==> config.mk <==
export PLATFORM = sky130hd
export DESIGN_NAME = rv32_alu_core
export DESIGN_NICKNAME = d
export VERILOG_FILES = /design/src/design/rv32_pkg.sv /design/src/design/rv32_alu_core.sv /design/src/design/register_file.sv /design/src/design/alu.sv /design/src/design/instr_decoder.sv /design/src/design/program_counter.sv /design/src/design/core_sequencer.sv
export SDC_FILE = /design/constraint.sdc
export NUM_CORES = 2
export LEC_CHECK = 0
export BUFFER_PORTS_ARGS = -buffer_cell sky130_fd_sc_hd__clkbuf_2
export CAP_MARGIN = 20
export CORE_MARGIN = 2
export CORE_UTILIZATION = 57
export CTS_CLUSTER_DIAMETER = 30
export CTS_CLUSTER_SIZE = 10
export DETAILED_ROUTE_END_ITERATION = 10
export PLACE_DENSITY = 0.71
export SYNTH_ARGS = -nofsm -noshare
export SYNTH_HDL_FRONTEND = slang
export SYNTH_HIERARCHICAL = 1
export SYNTH_SLANG_ARGS = --single-unit
==> constraint.sdc <==
create_clock -name clk -period 13.54 [get_ports clk]
set_input_delay 2.708 -clock clk [delete_from_list [all_inputs] [get_ports clk]]
set_output_delay 2.708 -clock clk [all_outputs]
set_load 0.05 [all_outputs]
==> src/design/rv32_pkg.sv <==
`default_nettype none

package rv32_pkg;

    // Data path width and architectural register count
    localparam int XLEN     = 32;
    localparam int NUM_REGS = 32;

    // Plain vector types
    typedef logic [XLEN-1:0]             word_t;
    typedef logic [$clog2(NUM_REGS)-1:0] reg_idx_t;
    typedef logic [6:0]                  opcode_t;
    typedef logic [2:0]                  funct3_t;
    typedef logic [6:0]                  funct7_t;

    // Only the two integer compute opcodes are executed
    localparam opcode_t OPCODE_OP     = 7'b0110011;
    localparam opcode_t OPCODE_OP_IMM = 7'b0010011;

    // funct7, also imm[11:5] for immediate shifts
    localparam funct7_t FUNCT7_BASE = 7'b0000000;
    localparam funct7_t FUNCT7_ALT  = 7'b0100000;

    // funct3 encodings shared by OP and OP-IMM
    localparam funct3_t FUNCT3_ADD_SUB = 3'b000;
    localparam funct3_t FUNCT3_SLL     = 3'b001;
    localparam funct3_t FUNCT3_SLT     = 3'b010;
    localparam funct3_t FUNCT3_SLTU    = 3'b011;
    localparam funct3_t FUNCT3_XOR     = 3'b100;
    localparam funct3_t FUNCT3_SRL_SRA = 3'b101;
    localparam funct3_t FUNCT3_OR      = 3'b110;
    localparam funct3_t FUNCT3_AND     = 3'b111;

    typedef enum logic [3:0] {
        ALU_ADD,
        ALU_SUB,
        ALU_AND,
        ALU_OR,
        ALU_XOR,
        ALU_SLL,
        ALU_SRL,
        ALU_SRA,
        ALU_SLT,
        ALU_SLTU,
        ALU_NONE
    } alu_op_e;

    // One pass through these per instruction
    typedef enum logic [1:0] {
        SEQ_FETCH,
        SEQ_DECODE,
        SEQ_EXECUTE,
        SEQ_WRITEBACK
    } seq_state_e;

    typedef struct packed {
        alu_op_e  alu_op;
        reg_idx_t rs1;
        reg_idx_t rs2;
        reg_idx_t rd;
        word_t    imm;        // sign-extended I-type immediate
        logic     use_imm;
        logic     writes_rd;
    } decoded_t;

    // Wishbone classic, read only
    typedef struct packed {
        logic  cyc;
        logic  stb;
        word_t adr;
    } wb_req_t;

    typedef struct packed {
        logic  ack;
        word_t dat;
    } wb_rsp_t;

    typedef struct packed {
        reg_idx_t rd;
        word_t    result;
        logic     write;
    } writeback_t;

    typedef struct packed {
        logic       valid;
        word_t      pc;
        word_t      instr;
        writeback_t wb;
    } retire_t;

endpackage

`default_nettype wire
==> src/design/rv32_alu_core.sv <==
`default_nettype none

module rv32_alu_core #(
    parameter rv32_pkg::word_t RESET_PC = 32'h0000_0000
) (
    input  logic              clk,
    input  logic              reset,
    output rv32_pkg::wb_req_t o_wb,
    input  rv32_pkg::wb_rsp_t i_wb,
    output rv32_pkg::retire_t o_retire
);

    logic                 cyc;
    logic                 stb;
    logic                 load_instr;
    logic                 capture;
    logic                 commit;
    rv32_pkg::word_t      pc;
    rv32_pkg::word_t      instr;
    rv32_pkg::decoded_t   decoded;
    rv32_pkg::word_t      rs1_data;
    rv32_pkg::word_t      rs2_data;
    rv32_pkg::writeback_t writeback;

    core_sequencer u_sequencer (
        .clk          (clk),
        .reset        (reset),
        .i_ack        (i_wb.ack),
        .o_cyc        (cyc),
        .o_stb        (stb),
        .o_load_instr (load_instr),
        .o_capture    (capture),
        .o_commit     (commit)
    );

    program_counter #(
        .RESET_PC (RESET_PC)
    ) u_program_counter (
        .clk       (clk),
        .reset     (reset),
        .i_advance (commit),
        .o_pc      (pc)
    );

    instr_decoder u_instr_decoder (
        .clk       (clk),
        .reset     (reset),
        .i_load    (load_instr),
        .i_instr   (i_wb.dat),
        .o_instr   (instr),
        .o_decoded (decoded)
    );

    // Operand fetch from the decoder's register indices
    register_file u_register_file (
        .clk         (clk),
        .reset       (reset),
        .i_rs1       (decoded.rs1),
        .i_rs2       (decoded.rs2),
        .o_rs1_data  (rs1_data),
        .o_rs2_data  (rs2_data),
        .i_commit    (commit),
        .i_writeback (writeback)
    );

    alu u_alu (
        .clk         (clk),
        .reset       (reset),
        .i_capture   (capture),
        .i_decoded   (decoded),
        .i_rs1_data  (rs1_data),
        .i_rs2_data  (rs2_data),
        .o_writeback (writeback)
    );

    // Fetch address is the PC
    assign o_wb = '{cyc: cyc, stb: stb, adr: pc};

    // PC has not advanced yet during WRITEBACK
    assign o_retire = '{valid: commit, pc: pc, instr: instr, wb: writeback};

endmodule

`default_nettype wire

==> src/design/register_file.sv <==
`default_nettype none

module register_file (
    input  logic                 clk,
    input  logic                 reset,
    input  rv32_pkg::reg_idx_t   i_rs1,
    input  rv32_pkg::reg_idx_t   i_rs2,
    output rv32_pkg::word_t      o_rs1_data,
    output rv32_pkg::word_t      o_rs2_data,
    input  logic                 i_commit,
    input  rv32_pkg::writeback_t i_writeback
);

    rv32_pkg::word_t regs [rv32_pkg::NUM_REGS];
    rv32_pkg::word_t rs1_data_q;
    rv32_pkg::word_t rs2_data_q;

    // Write port never touches x0
    always_ff @(posedge clk) begin
        if (reset) begin
            for (int i = 0; i < rv32_pkg::NUM_REGS; i++) begin
                regs[i] <= '0;
            end
        end else if (i_commit && i_writeback.write && (i_writeback.rd != '0)) begin
            regs[i_writeback.rd] <= i_writeback.result;
        end
    end

    // Synchronous read ports with one cycle latency
    // Index zero reads zero because x0 keeps its reset value
    always_ff @(posedge clk) begin
        rs1_data_q <= regs[i_rs1];
        rs2_data_q <= regs[i_rs2];
    end

    assign o_rs1_data = rs1_data_q;
    assign o_rs2_data = rs2_data_q;

    // x0 holds zero across every commit
    a_x0_zero : assert property (@(posedge clk) disable iff (reset)
        regs[0] == '0);

endmodule

`default_nettype wire

==> src/design/alu.sv <==
`default_nettype none

module alu (
    input  logic                 clk,
    input  logic                 reset,
    input  logic                 i_capture,
    input  rv32_pkg::decoded_t   i_decoded,
    input  rv32_pkg::word_t      i_rs1_data,
    input  rv32_pkg::word_t      i_rs2_data,
    output rv32_pkg::writeback_t o_writeback
);

    rv32_pkg::word_t      operand_b;
    rv32_pkg::word_t      result;
    logic [4:0]           shamt;
    rv32_pkg::writeback_t writeback_q;

    // Second operand select
    assign operand_b = i_decoded.use_imm ? i_decoded.imm : i_rs2_data;

    // Shift amount from low bits only, shamt field for immediates
    assign shamt = operand_b[4:0];

    always_comb begin
        case (i_decoded.alu_op)
            rv32_pkg::ALU_ADD:  result = i_rs1_data + operand_b;
            rv32_pkg::ALU_SUB:  result = i_rs1_data - operand_b;
            rv32_pkg::ALU_AND:  result = i_rs1_data & operand_b;
            rv32_pkg::ALU_OR:   result = i_rs1_data | operand_b;
            rv32_pkg::ALU_XOR:  result = i_rs1_data ^ operand_b;
            rv32_pkg::ALU_SLL:  result = i_rs1_data << shamt;
            rv32_pkg::ALU_SRL:  result = i_rs1_data >> shamt;
            rv32_pkg::ALU_SRA:  result = rv32_pkg::word_t'($signed(i_rs1_data) >>> shamt);
            rv32_pkg::ALU_SLT: begin
                result = rv32_pkg::word_t'($signed(i_rs1_data) < $signed(operand_b));
            end
            // Unsigned, even when the immediate was sign-extended
            rv32_pkg::ALU_SLTU: result = rv32_pkg::word_t'(i_rs1_data < operand_b);
            default:            result = '0;
        endcase
    end

    // Writeback record, held until the next capture
    always_ff @(posedge clk) begin
        if (reset) begin
            writeback_q <= '0;
        end else if (i_capture) begin
            writeback_q.rd     <= i_decoded.rd;
            writeback_q.result <= result;
            writeback_q.write  <= i_decoded.writes_rd;
        end
    end

    assign o_writeback = writeback_q;

endmodule

`default_nettype wire

==> src/design/instr_decoder.sv <==
`default_nettype none

module instr_decoder (
    input  logic               clk,
    input  logic               reset,
    input  logic               i_load,
    input  rv32_pkg::word_t    i_instr,
    output rv32_pkg::word_t    o_instr,
    output rv32_pkg::decoded_t o_decoded
);

    rv32_pkg::word_t   instr_q;
    rv32_pkg::opcode_t opcode;
    rv32_pkg::funct3_t funct3;
    rv32_pkg::funct7_t funct7;
    logic              is_op;
    logic              is_op_imm;
    logic              f7_base;
    logic              f7_alt;
    logic              plain_ok;
    rv32_pkg::alu_op_e alu_op;

    // Instruction register, loaded from the bus on ack
    always_ff @(posedge clk) begin
        if (reset) begin
            instr_q <= '0;
        end else if (i_load) begin
            instr_q <= i_instr;
        end
    end

    // Field extraction
    assign opcode = instr_q[6:0];
    assign funct3 = instr_q[14:12];
    assign funct7 = instr_q[31:25];

    assign is_op     = (opcode == rv32_pkg::OPCODE_OP);
    assign is_op_imm = (opcode == rv32_pkg::OPCODE_OP_IMM);

    // Same bits are imm[11:5] for OP-IMM shifts
    assign f7_base = (funct7 == rv32_pkg::FUNCT7_BASE);
    assign f7_alt  = (funct7 == rv32_pkg::FUNCT7_ALT);

    // Non-shift ops: OP needs base funct7, OP-IMM has immediate bits there
    assign plain_ok = is_op_imm || f7_base;

    always_comb begin
        alu_op = rv32_pkg::ALU_NONE;
        if (is_op || is_op_imm) begin
            case (funct3)
                rv32_pkg::FUNCT3_ADD_SUB: begin
                    if (plain_ok) begin
                        alu_op = rv32_pkg::ALU_ADD;
                    end else if (f7_alt) begin
                        // SUB exists only as a register form
                        alu_op = rv32_pkg::ALU_SUB;
                    end
                end
                rv32_pkg::FUNCT3_SLL: begin
                    if (f7_base) begin
                        alu_op = rv32_pkg::ALU_SLL;
                    end
                end
                rv32_pkg::FUNCT3_SRL_SRA: begin
                    if (f7_base) begin
                        alu_op = rv32_pkg::ALU_SRL;
                    end else if (f7_alt) begin
                        alu_op = rv32_pkg::ALU_SRA;
                    end
                end
                rv32_pkg::FUNCT3_SLT:  alu_op = plain_ok ? rv32_pkg::ALU_SLT : rv32_pkg::ALU_NONE;
                rv32_pkg::FUNCT3_SLTU: alu_op = plain_ok ? rv32_pkg::ALU_SLTU : rv32_pkg::ALU_NONE;
                rv32_pkg::FUNCT3_XOR:  alu_op = plain_ok ? rv32_pkg::ALU_XOR : rv32_pkg::ALU_NONE;
                rv32_pkg::FUNCT3_OR:   alu_op = plain_ok ? rv32_pkg::ALU_OR : rv32_pkg::ALU_NONE;
                rv32_pkg::FUNCT3_AND:  alu_op = plain_ok ? rv32_pkg::ALU_AND : rv32_pkg::ALU_NONE;
                default:               alu_op = rv32_pkg::ALU_NONE;
            endcase
        end
    end

    // Decoded record
    assign o_decoded.alu_op    = alu_op;
    assign o_decoded.rs1       = (is_op || is_op_imm) ? instr_q[19:15] : '0;
    assign o_decoded.rs2       = is_op ? instr_q[24:20] : '0;
    assign o_decoded.rd        = instr_q[11:7];
    assign o_decoded.imm       = {{(rv32_pkg::XLEN - 12){instr_q[31]}}, instr_q[31:20]};
    assign o_decoded.use_imm   = is_op_imm;
    assign o_decoded.writes_rd = (alu_op != rv32_pkg::ALU_NONE);

    assign o_instr = instr_q;

endmodule

`default_nettype wire

==> src/design/program_counter.sv <==
`default_nettype none

module program_counter #(
    parameter rv32_pkg::word_t RESET_PC = 32'h0000_0000
) (
    input  logic            clk,
    input  logic            reset,
    input  logic            i_advance,
    output rv32_pkg::word_t o_pc
);

    rv32_pkg::word_t pc_q;

    // Sequential flow only, wraps at the top of the address space
    always_ff @(posedge clk) begin
        if (reset) begin
            pc_q <= RESET_PC;
        end else if (i_advance) begin
            pc_q <= pc_q + rv32_pkg::word_t'(4);
        end
    end

    assign o_pc = pc_q;

    // Catches a misaligned RESET_PC as well
    a_pc_aligned : assert property (@(posedge clk) disable iff (reset)
        o_pc[1:0] == 2'b00);

endmodule

`default_nettype wire

==> src/design/core_sequencer.sv <==
`default_nettype none

module core_sequencer (
    input  logic clk,
    input  logic reset,
    input  logic i_ack,
    output logic o_cyc,
    output logic o_stb,
    output logic o_load_instr,
    output logic o_capture,
    output logic o_commit
);

    rv32_pkg::seq_state_e state_q;
    rv32_pkg::seq_state_e state_d;

    // Next state
    always_comb begin
        state_d = state_q;
        case (state_q)
            // Stay here for as many wait states as the memory needs
            rv32_pkg::SEQ_FETCH: begin
                if (i_ack) begin
                    state_d = rv32_pkg::SEQ_DECODE;
                end
            end
            rv32_pkg::SEQ_DECODE:    state_d = rv32_pkg::SEQ_EXECUTE;
            rv32_pkg::SEQ_EXECUTE:   state_d = rv32_pkg::SEQ_WRITEBACK;
            rv32_pkg::SEQ_WRITEBACK: state_d = rv32_pkg::SEQ_FETCH;
            default:                 state_d = rv32_pkg::SEQ_FETCH;
        endcase
    end

    always_ff @(posedge clk) begin
        if (reset) begin
            state_q <= rv32_pkg::SEQ_FETCH;
        end else begin
            state_q <= state_d;
        end
    end

    // Bus request for the whole FETCH state and quiet while reset is held
    assign o_cyc = (state_q == rv32_pkg::SEQ_FETCH) && !reset;
    assign o_stb = (state_q == rv32_pkg::SEQ_FETCH) && !reset;

    // Single-cycle strobes to the datapath
    assign o_load_instr = (state_q == rv32_pkg::SEQ_FETCH) && i_ack;
    assign o_capture    = (state_q == rv32_pkg::SEQ_EXECUTE);
    assign o_commit     = (state_q == rv32_pkg::SEQ_WRITEBACK);

    // Memory acks only a strobe inside an open bus cycle
    a_ack_in_cycle : assert property (@(posedge clk) disable iff (reset)
        i_ack |-> (o_cyc && o_stb));

    // At most one retirement per instruction pass
    a_commit_single : assert property (@(posedge clk) disable iff (reset)
        o_commit |=> !o_commit);

endmodule

`default_nettype wire

; ---- Word level (Yosys, flattened, before mapping)
; Memory sizes are Yosys's and may differ from the RTL's. A register that Yosys moved wholly into a read port is not among the register bits.
; Cells that the tools add are included.
[totals]
register_bits = 104
ram_bits = 1024
inputBits = 35
out_inout_bits = 137
word_cells = 81
mem_count = 1
[mem_list]
columns = name, depth, word_bits, read_ports, rd_clocked_by_memory_dff, wr, line_no
row1 = u_register_file.regs, 32, 32, 2, 2, 32, register_file.sv:14  ; rv32_pkg::word_t regs [rv32_pkg::NUM_REGS];
[classes]
add_sub_neg = 3
order_cmp = 2
n_eq_ne = 24
shifts = 3
n_mux = 26
bitwise = 3
n_reduce_logical = 13
[op_table]
columns = op, count
row1 = $pmux W32 S10, 1
row2 = $lt A32 B32 Y1, 2
row3 = $mux W32, 2
row4 = $mux W4, 9
row5 = $add A32 B3 Y32 const B, 1
row6 = $add A32 B32 Y32, 1
row7 = $and A32 B32 Y32, 1
row8 = $or A32 B32 Y32, 1
row9 = $pmux W4 S8, 1
row10 = $reduce_or A32 Y1, 1
row11 = $shl A32 B5 Y32, 1
row12 = $shr A32 B5 Y32, 1
row13 = $sshr A32 B5 Y32, 1
row14 = $sub A32 B32 Y32, 1
row15 = $xor A32 B32 Y32, 1
row16 = $eq A4 B3 Y1 const B, 4
row17 = $mux W5, 3
row18 = $eq A7 B6 Y1 const B, 2
row19 = $eq A3 B3 Y1 const B, 4
row20 = $eq A4 B2 Y1 const B, 2
row21 = $eq A4 B4 Y1 const B, 2
row22 = $pmux W2 S4, 1
row23 = $eq A7 B5 Y1 const B, 1
row24 = $logic_not A7 Y1, 1
row25 = 16 further kinds, 29

; ---- Logic depth before layout (Yosys ltp)
[logic_depth]
word_depth = 8
depth_mapped = 23
ltp_nobuf = 17

; ---- By module
; Netlist, hierarchy kept.
[by_module_without_submodules]
columns = mod, n_inst, cells_each, area_per_inst_um2, seq_area_each_um2
row1 = register_file, 1, 4672, 57198.6, 32030.7
row2 = alu, 1, 1521, 10985.5, 760.7
row3 = instr_decoder, 1, 194, 1730.4, 640.6
row4 = program_counter, 1, 163, 1442.6, 600.6
row5 = rv32_alu_core, 1, 35, 262.8, 0.0
row6 = core_sequencer, 1, 17, 153.9, 40.0

; ---- Worst setup path after synthesis
; Ideal clock, no wire load.
[synth_path]
path_kind = in2out
startpoint = input port reset
endpoint = output port o_wb[32] in the netlist's numbering
arrival_time_ns = 3.121
required_ns = 10.832
path_slack_ns = 7.711
cell_stages = 3
n_path_buf = 2
path_cell_list = nor2b_1 buf_4 buf_4
[synth_via]
elab_chain_cells = 2
[synth_lines]
columns = item, line_no
row1 = start: declaration, rv32_alu_core.sv:7  ; input logic reset,
row2 = $logic_not A1 Y1, core_sequencer.sv:44  ; assign o_stb = (state_q == rv32_pkg::SEQ_FETCH) && !reset;
row3 = $logic_and A1 B1 Y1, core_sequencer.sv:44
row4 = end: declaration, rv32_alu_core.sv:8  ; output rv32_pkg::wb_req_t o_wb,
; Every way passes these cells.

==> metrics.md <==
| Metric | Value |
|---|---|
| Grt total ovfl | 0 |
| Slowest cell on crit path | o31ai_1 |
| Ys async rst share | 0 |
| RSZ-0062 raised after global routing | no |
| Register bit total from synthesis | 1190 |
| CTS Buf Count | 281 |
| Post-DR vias/cell | 6.72 |
| Worst Path Required | 14.29 ns |
| DR pass1 iterations | 7 |
| CTS root buf | clkbuf_16 |
| Setup TNS | 0 ns |
| Placed cell areas | 72700 um^2 |
| First-pass GRT wire length | 364000 um |
| Placer Congestion | 1.03 |
| CP delay by family, top | compound AO/OA/AOI/OAI gates |
| CTS Hold Bufs | 0 |
| Peak supply drop | 0.152 mV |
| Post-route clock period utilization | 0.489 |
| Worst reg2reg path depth | 18 |
| WL/cell | 30.1 um |
| Max-Cap Viols | 0 |
| Post-CTS setup buffers | 0 |
| F_max | 151 MHz |
| Least-Margin Pin Slew | between 1 and 1.5 ns |
| Post-layout min period | 6.62 ns |
| Final ANT Viol Nets | 0 |
| Total track usage | 0.381 |
| Synth Warn # | 6 |
| Critical path start-end classification | register to register |
| Worst Path Max Fanout | 58 |
| Layout cells sized above 1 | 0.132 |
| Critical path, cell by cell | nand4bb_1 > or4b_1 > inv_2 > buf_4 > mux2i_4 > buf_4 > inv_2 > buf_4 > ha_1 > a211oi_1 > o21ai_0 > o211ai_1 > nand2_1 > o31ai_1 > o41ai_2 > a31oi_1 > mux2_2 > o211ai_1 |
| DIE WIDTH | 359 um |
| Critical Path Max Stage Delay | 0.76 ns |
| Worst Clk Skew | 0.0980 ns |
| Starting Density | 0.573 |
| Sequential share of the synthesized area | 0.475 |
| Static Leak | 29.0 nW |
| Mapped Avg Cell Area | approximately 11 um^2 |
| Die Area | ~130000 um^2 |
| Final Hold Fails | 0 |
| Clock Sinks | 1190 |
| Largest net degree at the start of global routing | 119 |
| CTS tree | yes |
| Via count of the routed design | between 50k and 60k |
| HP Class | register to register |
| Final setup fails | 0 |
| Max-slew violations | 0 |
| Remaining DRCs | 0 |
| Worst slew margin | 0.214 |
| Post-synth top flop | edfxtp_1 |
| Initial detailed-routing violation count | 7691 |
| Rows | 130 |
| Most frequent cells in the layout | mux2i_1 (1171), edfxtp_1 (1024), and2_1 (1001), nand2_1 (385), a21oi_1 (333) |
| Crit path arrival time | 7.36 ns |
| Reg clk slew, reported paths | 0.04 ns |
| Nets | 6700 |
| Post-synth cell types | 103 |
| Mapped cell area | 71800 um^2 |
| H-tree lvl count | 5 |
| Layout area overhead | 14.0% |
| Number of synthesized flops with an enable pin | 1024 |
| Most common cell after layout, fill and taps aside | mux2i_1 |
| I/O Buffers | 167 |
| CTS max path bufs | 4 |
| IO Pins | roughly 170 |
| Hold depth | 2 |
| Overall routed net length | 253000 um |
| Power per standard cell area | 144 nW/um^2 |
| Buf/Inv on CP | 5 |
| Core box area | 125000 um^2 |
| Gate Count Post-Synth | 6602 |
| Worst path depth | 18 |
| Vias in the first global route | 54.5k |
| Status | complete, no violations |
| Startpoint types | register |
| Post_cts resized | 0 |
| Die height | ~360 um |
| Worst setup EP type | register |
| CP most frequent cell | buf_4 |
| Initial antenna violation count | 19 |
| Final design area excluding fillers | approximately 82000 um^2 |
| Hpwl dp | around 160000 um |
| Clock Latency Late Sink | 0.90 ns |
## area by class of cell
type                       count  area, um^2
inverter                     108         410
sequential                  1190       34100
clock inverter               138        1430
multi-input combinational   4676       34200
clock buffer                 340        7530
fill                        9673       43400
timing repair buffer         301        2040
tap                         1650        2060
antenna                       11        27.5
## cells in the mapped netlist, types with 9 or more instances
cell type	n	share of area
buf_6	28	0.0044
mux2i_1	1173	0.16
o22ai_1	16	0.0014
o21ai_0	89	0.0062
nor2_1	215	0.011
xor2_1	11	0.0013
edfxtp_1	1024	0.43
nand4_1	17	0.0015
nand3_1	232	0.016
o221ai_1	15	0.0018
clkbuf_2	25	0.0017
nor3_2	9	0.0013
inv_1	102	0.0053
clkbuf_1	321	0.017
or4_1	12	0.0013
or3_1	15	0.0013
nor4_1	12	0.0010
ha_1	105	0.018
a221oi_1	32	0.0039
or2_2	37	0.0032
o2111ai_1	15	0.0018
and3_1	17	0.0015
buf_4	150	0.016
a21oi_1	333	0.023
mux4_2	37	0.012
buf_1	31	0.0016
a211oi_1	27	0.0028
o211ai_1	39	0.0041
buf_2	105	0.0073
o31ai_1	28	0.0029
a22oi_1	204	0.021
nor3_1	102	0.0071
xnor2_1	23	0.0028
a22o_1	132	0.016
nand2_1	385	0.020
o21bai_1	9	0.00094
mux2_2	10	0.0016
a21o_1	16	0.0017
a31oi_1	88	0.0077
a221o_1	10	0.0014
nor2b_1	25	0.0022
nand2b_1	23	0.0020
dfxtp_1	166	0.046
and2_1	1004	0.088
## power breakdown
| group | total (W) | internal (W) | switching, W |
|---|---|---|---|
| logic | 0.00107 | 0.000336 | 0.000730 |
| registers | 0.00426 | 0.00413 | 0.000129 |
| clock network | 0.00642 | 0.00440 | 0.00203 |
## layer usage
layer | share of wire | track usage | up-vias | routed length (um)
met4 | 0.046 | 0.174 | 14 | 11600
met2 | 0.45 | 0.587 | 3863 | 114000
met1 | 0.39 | 0.503 | 27800 | 97600
met3 | 0.12 | 0.102 | 761 | 29600
li1 | - | - | 24100 | -
met5 | 0.00038 | 0 | - | 96
## final timing paths
check,to,slack (ns),from
max,u_alu/o_writeback[32],6.92,u_instr_decoder/o_instr[6]
min,u_program_counter/o_pc[20],0.52,u_program_counter/o_pc[20]
max reg2reg,u_alu/o_writeback[32],6.92,u_instr_decoder/o_instr[6]
min reg2reg,u_program_counter/o_pc[20],0.52,u_program_counter/o_pc[20]
## kinds of logic (layout without fill, tap and decap cells)
group	after synthesis	in the layout	synth area share
xor+xnor	34	34	0.00415
fa+ha+maj	107	107	0.0189
buf+inv	768	887	0.0533
other cells	2	45	0.000105
simple gates	2139	2139	0.162
compound gates	1138	1138	0.108
mux	1224	1224	0.178
flops	1190	1190	0.475
## worst register-to-register path: cells and delay by family (launching register included)
kind | cells | cell delay (ns)
AO/OA/AOI/OAI | 7 | 2.32
adder cells (fa/ha/maj) | 1 | 0.35
buffers and inverters | 5 | 1.70
flip-flops | 1 | 0.32
multiplexers | 2 | 0.74
AND/OR/NAND/NOR | 3 | 1.09
## sequential cells by signal, indices dropped and copies added, names as in the netlist
register                    count
u_alu/o_writeback              38
u_register_file/o_rs1_data     32
u_register_file/regs         1024
u_register_file/o_rs2_data     32
u_instr_decoder/o_instr        32
u_sequencer/state_q             2
u_program_counter/o_pc         30
## through the flow
stage                     utilization  instances  setup WS, ns  power (W)  hold WS, ns
after global routing            0.653       8403          6.65     0.0120        0.531
after global placement          0.580       7919          7.11    0.00533        0.489
after detailed placement        0.581       7920          7.09    0.00534        0.510
final                           0.653       8414          6.92     0.0118        0.515
after floorplan                     -       6634          7.71    0.00501        0.484
after CTS                       0.652       8398          7.07     0.0117        0.517
No activity file was read; power rests on OpenSTA's default activity.
